## src/cam_pkg.sv

```systemverilog
`default_nettype none

package cam_pkg;

   // bus widths shared by the camera pipeline
   localparam int PIX_W  = 16;
   localparam int CHAN_W = 8;

   // rgb565, red in the top five bits
   typedef logic [PIX_W-1:0] pixel_t;
   // colour channel widened to 8 bits
   typedef logic [CHAN_W-1:0] chan_t;

   // what gets written into the frame buffer
   typedef enum logic {
      VIEW_CAMERA,
      VIEW_MASK
   } view_e;

   // centroid divider phases, x quotient first
   typedef enum logic [1:0] {
      DIV_IDLE,
      DIV_X,
      DIV_Y
   } div_state_e;

   // inclusive pink window on cr
   localparam chan_t CR_LOW  = 8'd160;
   localparam chan_t CR_HIGH = 8'd240;

   // crosshair and mask hit colour
   localparam pixel_t PIXEL_WHITE = '1;

endpackage

`default_nettype wire

```

## src/fb_arbiter.sv

```systemverilog
`timescale 1ns/1ns
`default_nettype none

module fb_arbiter #(
   parameter int  FRAME_W = 320,
   parameter int  FRAME_H = 180,
   localparam int AW      = $clog2(FRAME_W * FRAME_H)
) (
   input wire                  clk_camera,
   input wire                  sys_rst_camera,
   input wire                  wr_req_i,
   input wire [AW-1:0]         wr_addr_i,
   input wire cam_pkg::pixel_t wr_data_i,
   input wire                  rd_req_i,
   input wire [AW-1:0]         rd_addr_i,
   input wire cam_pkg::pixel_t mem_rdata_i,
   output logic                rd_valid_o,
   output cam_pkg::pixel_t     rd_data_o,
   output logic                mem_we_o,
   output logic [AW-1:0]       mem_addr_o,
   output cam_pkg::pixel_t     mem_wdata_o
);

   logic          rd_pend;
   logic [AW-1:0] rd_addr_q;
   logic          rd_serve;
   // read went to the memory last cycle
   logic          rd_issued;

   // camera writes always win the port
   assign rd_serve    = rd_pend & ~wr_req_i;
   assign mem_we_o    = wr_req_i;
   assign mem_addr_o  = wr_req_i ? wr_addr_i : rd_addr_q;
   assign mem_wdata_o = wr_data_i;

   // memory output is registered, so data and valid line up
   assign rd_valid_o  = rd_issued;
   assign rd_data_o   = mem_rdata_i;

   always_ff @(posedge clk_camera) begin
      if (sys_rst_camera) begin
         rd_pend   <= 1'b0;
         rd_issued <= 1'b0;
      end else begin
         rd_issued <= rd_serve;
         // only one read in flight, extra pulses are dropped
         if (rd_req_i && !rd_pend) begin
            rd_pend <= 1'b1;
         end else if (rd_serve) begin
            rd_pend <= 1'b0;
         end
      end
   end

   always_ff @(posedge clk_camera) begin
      if (rd_req_i && !rd_pend) begin
         rd_addr_q <= rd_addr_i;
      end
   end

endmodule

`default_nettype wire

```

## config.mk

```make
export PLATFORM = sky130hd
export DESIGN_NAME = fb_arbiter
export DESIGN_NICKNAME = d
export VERILOG_FILES = /design/src/cam_pkg.sv /design/src/fb_arbiter.sv
export SDC_FILE = /design/constraint.sdc
export NUM_CORES = 1
export LEC_CHECK = 0
export BUFFER_PORTS_ARGS = -buffer_cell sky130_fd_sc_hd__buf_2
export CAP_MARGIN = 20
export CELL_PAD_IN_SITES_DETAIL_PLACEMENT = 2
export CELL_PAD_IN_SITES_GLOBAL_PLACEMENT = 2
export CORE_MARGIN = 2
export CORE_UTILIZATION = 18
export CTS_CLUSTER_DIAMETER = 120
export DETAILED_ROUTE_END_ITERATION = 8
export GPL_TIMING_DRIVEN = 0
export PLACE_DENSITY = 0.84
export SLEW_MARGIN = 10
export SYNTH_ARGS = -nofsm -noshare
export SYNTH_HDL_FRONTEND = slang
export SYNTH_SLANG_ARGS = --single-unit
```

## constraint.sdc

```tcl
create_clock -name clk_camera -period 2.2 [get_ports clk_camera]
set_input_delay 0.33 -clock clk_camera [delete_from_list [all_inputs] [get_ports clk_camera]]
set_output_delay 0.33 -clock clk_camera [all_outputs]
set_load 0.01 [all_outputs]
```

; ---- After elaboration in Yosys (flattened, before gate mapping)
; Index checks and enable logic that the tools add are counted.
[word_totals]
wordCells = 11
ff_bits = 18
output_inout_bits = 50
input_bits = 68
[op_classes]
n_mux = 3
reduce_logical = 3
n_bitwise = 2
[op_table]
columns = operator, n
row1 = $mux 16, 1
row2 = $mux 1, 2
row3 = $reduce_bool 2->1, 1
row4 = $and 1x1->1, 1
row5 = $logic_and 1x1->1, 1
row6 = $logic_not 1->1, 1
row7 = $not 1->1, 1

; ---- Logic depth before layout (Yosys ltp)
; Gate-level depths: netlist of the first run.
[depth]
depth_word = 4
mapped_depth = 4
ltp_nobuf = 2

; ---- Worst setup path before layout of the first run
; No wires, ideal clock.
[synth_path]
path_kind = input to register
from = in rd_req_i
to = reg rd_addr_q[0] (enable)
required_ns = 1.810
t_arrival_ns = 1.094
path_stages = 1
path_buffers = 0
setup_slack_ns = 0.715
setup_time_ns = 0.390
cell_sequence = nor2b_1
[synth_between]
elab_chain_len = 1
[synth_rtl]
columns = item, line
row1 = start: declaration, fb_arbiter.sv:14  ; input wire rd_req_i,
row2 = $logic_and 1x1->1, fb_arbiter.sv:56  ; if (rd_req_i && !rd_pend) begin
row3 = end signal: assignment, fb_arbiter.sv:57  ; rd_addr_q <= rd_addr_i;
row4 = end: declaration, fb_arbiter.sv:25  ; logic [AW-1:0] rd_addr_q;
; Every way passes these cells.
; A chain may end at the register's enable or synchronous reset.

; ---- Worst setup path after layout of the first run
[layout_path]
from = in wr_req_i
to = out mem_addr_o[9]
[layout_between]
elab_chain_len = 1
[layout_rtl]
columns = item, line
row1 = start: declaration, fb_arbiter.sv:11  ; input wire wr_req_i,
row2 = $mux 16, fb_arbiter.sv:33  ; assign mem_addr_o = wr_req_i ? wr_addr_i : rd_addr_q;
row3 = end: declaration, fb_arbiter.sv:20  ; output logic [AW-1:0] mem_addr_o,
; Every way passes these cells.

==> results of run 1 <==
registers in the layout, indices dropped and copies added (netlist names):
register,flops
rd_valid_o,1
rd_addr_q,16
rd_pend,1
layout make-up:
type | count | share of cell area
repair buffers | 84 | 0.264
multi-input cells | 20 | 0.151
plain buffers | 35 | 0.175
clock buffers | 3 | 0.0259
flip-flops and latches | 18 | 0.327
well taps | 72 | 0.0566
final timing paths:
check | from | endpoint | slack (ns) | depth (start not counted)
max | wr_req_i | mem_addr_o[9] | 0.82 | 4
min | rd_addr_i[2] | rd_addr_q[2]$_DFFE_PP_ | 0.26 | 1
max reg2reg | rd_pend$_SDFFE_PP0P_ | rd_addr_q[10]$_DFFE_PP_ | 0.84 | 1
min reg2reg | rd_pend$_SDFFE_PP0P_ | rd_valid_o$_SDFF_PP0_ | 0.51 | 1
synthesized netlist by cell type, drive strengths merged:
library cell,count
buf,35
dfxtp,2
edfxtp,16
mux2,16
mux2i,1
nor2,1
nor2b,1
nor3b,1
cell families (layout without fill, tap and decap cells):
logic type / Yosys count / in the layout / share of synthesized area
buffers and inverters: 35 / 122 / 0.269
flip-flops: 18 / 18 / 0.502
multiplexers: 17 / 17 / 0.212
AND/OR/NAND/NOR: 3 / 3 / 0.0169
power breakdown:
| part | internal, mW | switching [mW] |
|---|---|---|
| Sequential | 0.396 | 0.00689 |
| Combinational | 0.130 | 0.0872 |
| Clock | 0.121 | 0.0940 |
| Total | 0.647 | 0.188 |
critical path: cells and delay by family:
| family | cells | cell delay (ns) |
|---|---|---|
| buf+inv | 3 | 0.43 |
| mux | 1 | 0.29 |
per-layer routing:
metal / vias up / routed length [µm] / global-route usage
met5: - / 0 / 0
met4: 0 / 0 / 0.0203
met3: 0 / 289 / 0.0170
met2: 59 / 1610 / 0.161
met1: 374 / 972 / 0.0797
li1: 393 / - / -
==> out/qor_table.md, run 1 <==
| Stage | Metric | Reported |
|:---|:---|:---|
| layout | Post-route cell area | 1590 µm² |
| logic synthesis | Seq/Total Area, Yosys | 0.502 |
| clock tree | TritonCTS clock tree | yes |
| global routing | First-pass GRT wire length | 3880 µm |
| layout | Antenna diodes | 0 |
| route | DRC violations left | 0 |
| worst setup path | Setup CP Type | in -> out |
| route | Routed vias/inst | 3.56 |
| logic synthesis | Biggest area consumer among synthesized cells | sky130_fd_sc_hd__edfxtp_1 |
| power | Worst IR drop on VDD | 0.275 mV |
| clock tree | Clock Sinks | 18 |
| logic synthesis | Number of warnings reported in the yosys synthesis log | 0 |
| die | Starting density of the core | 0.187 |
| sta | Tightest slew margin relative to the limit | 0.454 |
| layout | Nets | 230 |
| power | Total power per unit cell area | 524 nW/µm² |
| layout | Multi-input logic area | 240 µm² |
| route | Vias after detailed routing | 826 |
| die | Die Area | 6390 µm² |
| placement | Cell count after placement | 229 |
| worst setup path | CP required | 1.87 ns |
| worst setup path | Crit path capture type | output port |
| placement | Sum of net half-perimeters after detailed placement | 2600 µm |
| clock tree | Clock Path Buffers | 2 |
| worst setup path | Sort of element at the start of the critical path | input port |
| sta | Total negative slack for setup checks | 0 ns |
| global routing | Number of antenna violations at the first check in global routing | 0 |
| route | First-pass iteration count of the detailed router | 2 |
| logic synthesis | Cell count after synthesis | 73 |
| logic synthesis | Portion of synthesized cell area occupied by the leading cell type | 0.463 |
| sta | Endpoints failing setup | 0 |
| die | Area of the core region | 5540 µm² |
| logic synthesis | Largest cells by area after synthesis | sky130_fd_sc_hd__edfxtp_1, sky130_fd_sc_hd__buf_4, sky130_fd_sc_hd__mux2_4 |
| sta | Final number of max-transition violations | 0 |
| global routing | Largest net degree at the start of global routing | 17 |
| global routing | Number of global-route vias before repair | 825 |
| power | Total leakage power | 0.805 nW |
| route | WL per Instance | 12.4 µm |
| logic synthesis | Post-synth net total | 141 |
| worst setup path | Crit path max-delay cell type | sky130_fd_sc_hd__mux2_4 |
| layout | Proportion of layout cells with a drive suffix above 1 | 0.869 |
| die | Count of boundary I/O pins | 118 |
| layout | Area occupied by registers | 520 µm² |
| layout | Highest-count cells in the layout ignoring fill and taps | sky130_fd_sc_hd__buf_2, sky130_fd_sc_hd__buf_4, sky130_fd_sc_hd__edfxtp_1 |
| run status | Run status | complete, no violations |
| layout | Final Util | 0.287 |
| layout | Most frequent standard cell in the layout excluding fill and tap cells | sky130_fd_sc_hd__buf_2 |
| logic synthesis | Netlist area before placement | 1040 µm² |
| logic synthesis | Library cells used by synthesis | 11 |
| sta | Unrepaired setup endpoints after global routing | no |
| sta | Achievable clock frequency | 723 MHz |
| die | Chip width | 79.9 µm |
| clock tree | Clock transition at the registers of the reported paths | 0.06 ns |
| layout | Final Instance Count excl. Fillers | 232 |
| sta | Transition at the pin with the smallest max-transition slack | 0.816 ns |
| global routing | Overall fraction of global-route tracks in use | 0.0793 |
| sta | Crit share post-route | 0.628 |
| logic synthesis | Mean instance size in the synthesized netlist | 14.2 µm² |
| worst hold path | Worst min-delay path category | in -> reg |
| layout | Synth-to-layout area growth | 53.4% |
| route | Routed wire length | 2870 µm |
| sta | Final period demand of the worst path | 1.38 ns |
| clock tree | Insertion delay of the later-clocked pin in the worst-skew pair | 0.24 ns |
| global routing | GRT overflow | 0 |
| worst setup path | Maximum fanout along the worst path | 10 |
| logic synthesis | Number of synthesized register bits | 18 |
| worst setup path | Critical path, cell by cell | buf_6 > buf_12 > mux2_4 > buf_2 |
| sta | Final Hold Violating Endpoints | 0 |
| clock tree | Buffer count from post-CTS setup fixing | 0 |
| die | Die H | 79.9 µm |
| sta | Worst hold-check slack | 0.258 ns |
| power | Overall power of the completed layout | 0.835 mW |
| clock tree | Post-cts sizing count | 0 |
| placement | Setup Slack @ Placement | 0.715 ns |
| sta | Worst path setup slack after routing | 0.817 ns |
| clock tree | Number of buffers added by the clock tree synthesis step | 3 |
| placement | I/O Buffers | 84 |
| sta | Max Clock Skew | 0.00404 ns |
| die | Standard-cell row count | 27 |
| route | Count of nets left with antenna violations after detail routing | 0 |
| route | Drt first-iter violations | 9 |
| clock tree | Max H-tree Level | 1 |
| clock tree | Clock root buffer | sky130_fd_sc_hd__clkbuf_8 |
| worst setup path | Worst EP arrival | 1.05 ns |
| clock tree | Number of hold buffers added after CTS | 0 |
| run | Max-cap violation count | 0 |
| worst setup path | Slowest Stage Delay on Critical Path | 0.29 ns |
| layout | Fill cells | 639 |
| placement | Placed standard-cell area | 1550 µm² |
| placement | GPL Wtd Cong | 0.646 |
Power figures use the tool's default switching activity.
==> run 2, diff against run 1 <==
--- a/config.mk
+++ b/config.mk
@@ -10,11 +10,11 @@
 export CELL_PAD_IN_SITES_DETAIL_PLACEMENT = 2
 export CELL_PAD_IN_SITES_GLOBAL_PLACEMENT = 2
 export CORE_MARGIN = 2
-export CORE_UTILIZATION = 18
+export CORE_UTILIZATION = 17
 export CTS_CLUSTER_DIAMETER = 120
 export DETAILED_ROUTE_END_ITERATION = 8
 export GPL_TIMING_DRIVEN = 0
-export PLACE_DENSITY = 0.84
+export PLACE_DENSITY = 0.8
 export SLEW_MARGIN = 10
 export SYNTH_ARGS = -nofsm -noshare
 export SYNTH_HDL_FRONTEND = slang
==> constraint.sdc (replaced) <==
create_clock -name clk_camera -period 1.4 [get_ports clk_camera]
set_input_delay 0.21 -clock clk_camera [delete_from_list [all_inputs] [get_ports clk_camera]]
set_output_delay 0.21 -clock clk_camera [all_outputs]
set_load 0.01 [all_outputs]
==> run 2 against run 1 <==
- sequential power increased by 57%
- wire length decreased by 0.45%
- register-to-register slack lost 0.59 ns
- final cell count increased by 1.3%
- largest cell class unchanged
- critical path type is now reg -> out
- total power is 59% higher
- worst setup slack lost 0.67 ns
==> out/qor_table.md, run 2 (synthesized netlist as in run 1, its figures left out) <==
| Stage | Metric | Reported |
|:---|:---|:---|
| run status | Run status | complete, no violations |
| die | Die Area | 6740 µm² |
| layout | Final Instance Count excl. Fillers | 235 |
| worst hold path | Hold EP | rd_addr_q[3]$_DFFE_PP_ |
| route | First-pass iteration count of the detailed router | 2 |
| layout | Fill cells | 679 |
| layout | Number of flip-flops in the largest register | 16 |
| die | Die H | 82.1 µm |
| worst setup path | Setup CP Type | reg -> out |
| sta | Final number of max-transition violations | 0 |
| global routing | Largest net degree at the start of global routing | 17 |
| worst hold path | Worst Hold Path Cells | 1 |
| placement | Sum of net half-perimeters after detailed placement | 2440 µm |
| worst hold path | Worst min-delay path category | in -> reg |
| worst hold path | Hold path startpoint | rd_addr_i[3] |
| placement | I/O Buffers | 84 |
| power | Worst IR drop on VDD | 0.266 mV |
| layout | Most frequent standard cell in the layout excluding fill and tap cells | sky130_fd_sc_hd__buf_2 |
| sta | Worst hold-check slack | 0.133 ns |
| worst setup path | Start of the worst register-to-register path | rd_pend$_SDFFE_PP0P_ |
| layout | Antenna diodes | 0 |
| clock tree | Clock Sinks | 18 |
| route | Routed wire length | 2860 µm |
| route | Count of nets left with antenna violations after detail routing | 0 |
| global routing | First-pass GRT wire length | 3770 µm |
| sta | Unrepaired setup endpoints after global routing | no |
| route | Routed vias/inst | 3.71 |
| power | Total leakage power | 0.809 nW |
| die | Chip width | 82.1 µm |
| layout | Synth-to-layout area growth | 54.3% |
| layout | Highest-count cells in the layout ignoring fill and taps | sky130_fd_sc_hd__buf_2, sky130_fd_sc_hd__buf_4, sky130_fd_sc_hd__edfxtp_1 |
| die | Starting density of the core | 0.175 |
| worst setup path | Worst EP arrival | 1.05 ns |
| sta | Total negative slack for setup checks | 0 ns |
| route | WL per Instance | 12.2 µm |
| route | Drt first-iter violations | 2 |
| worst setup path | Logic depth of the worst register-to-register path | 1 |
| sta | Endpoints failing setup | 0 |
| die | Area of the core region | 5920 µm² |
| clock tree | Clock Path Buffers | 2 |
| sta | Achievable clock frequency | 796 MHz |
| sta | Tightest slew margin relative to the limit | 0.663 |
| worst setup path | CP required | 1.19 ns |
| global routing | Overall fraction of global-route tracks in use | 0.0743 |
| clock tree | Clock root buffer | sky130_fd_sc_hd__clkbuf_8 |
| worst setup path | Source of the critical timing path | rd_addr_q[13]$_DFFE_PP_ |
| clock tree | TritonCTS clock tree | yes |
| placement | GPL Wtd Cong | 0.666 |
| power | Total power per unit cell area | 831 nW/µm² |
| die | Standard-cell row count | 28 |
| placement | Cell count after placement | 232 |
| sta | Final period demand of the worst path | 1.26 ns |
| sta | Crit share post-route | 0.897 |
| clock tree | Buffer count from post-CTS setup fixing | 0 |
| worst setup path | Reg2Reg Setup Slack | 0.25 ns |
| sta | Final Hold Violating Endpoints | 0 |
| global routing | Number of global-route vias before repair | 833 |
| layout | Proportion of layout cells with a drive suffix above 1 | 0.869 |
| global routing | GRT overflow | 0 |
| sta | Max Clock Skew | 0.00641 ns |
| clock tree | Clock transition at the registers of the reported paths | 0.07 ns |
| sta | Transition at the pin with the smallest max-transition slack | 0.504 ns |
| route | Vias after detailed routing | 871 |
| worst setup path | Reg-to-reg endpoint | rd_addr_q[6]$_DFFE_PP_ |
| clock tree | Max H-tree Level | 1 |
| clock tree | Number of buffers added by the clock tree synthesis step | 3 |
| worst setup path | Sort of element at the start of the critical path | register |
| worst setup path | Crit path capture type | output port |
| clock tree | Insertion delay of the later-clocked pin in the worst-skew pair | 0.25 ns |
| global routing | Number of antenna violations at the first check in global routing | 0 |
| run | Max-cap violation count | 0 |
| layout | Nets | 230 |
| route | DRC violations left | 0 |
| die | Count of boundary I/O pins | 118 |
| worst setup path | Maximum fanout along the worst path | 1 |
| layout | Register containing the most flip-flops in the final layout | rd_addr_q |
## run 2: changes by cell type in the layout (fill, tap and decap cells not counted)
cell,previous run,this run
sky130_fd_sc_hd__nor2b_4,0,1
sky130_fd_sc_hd__nor2b_2,1,0
## run 2: timing repair
action / CTS / global route
hold buffers: 0 / 0
resized for setup: 1 / 0
setup endpoints to repair: 16 / 0
## run 2: stage by stage
stage                util  total power [mW]  setup slack, ns  cell area [µm²]
floorplan               -             0.843            0.232             1040
global placement    0.262             0.980          -0.0293             1550
detailed placement  0.262             0.990          -0.0461             1550
CTS                 0.270              1.36            0.128             1600
global route        0.270              1.40            0.112             1600
finish              0.270              1.33            0.144             1600
## run 2: layout make-up
class / instances / area, µm² / area share
sequential: 18 / 520 / 0.325
timing repair buffer: 84 / 420 / 0.263
buffer: 35 / 279 / 0.174
multi-input combinational: 20 / 245 / 0.153
tap: 75 / 93.8 / 0.0586
clock buffer: 3 / 41.3 / 0.0258
## run 2: how the worst max path moves through the flow
stage,end,slack [ns],cells past startpoint
finish,mem_addr_o[13],0.14,2
global route,mem_addr_o[15],0.11,2
CTS,mem_addr_o[15],0.13,2
detailed placement,rd_addr_q[6]$_DFFE_PP_,-0.05,1
global placement,rd_addr_q[6]$_DFFE_PP_,-0.03,1
floorplan,rd_addr_q[0]$_DFFE_PP_,0.23,1
## run 2: routing by layer
metal / share of wire / GRT usage / routed length (µm) / up-vias
li1: - / - / - / 394
met1: 0.32 / 0.0690 / 908 / 404
met2: 0.54 / 0.153 / 1550 / 69
met3: 0.12 / 0.0174 / 351 / 4
met4: 0.017 / 0.0283 / 48 / 0
met5: 0 / 0 / 0 / -
## run 2: critical path: stages (launching register included)
cell and delay (ns):
sky130_fd_sc_hd__edfxtp_1 0.39, sky130_fd_sc_hd__mux2_2 0.27, sky130_fd_sc_hd__buf_2 0.14
## run 2: power by group
group	internal (mW)	switching, mW	leakage (nW)
sequential	0.621	0.0102	0.170
combinational	0.205	0.136	0.618
clock	0.191	0.167	0.0216
total	1.02	0.313	0.809
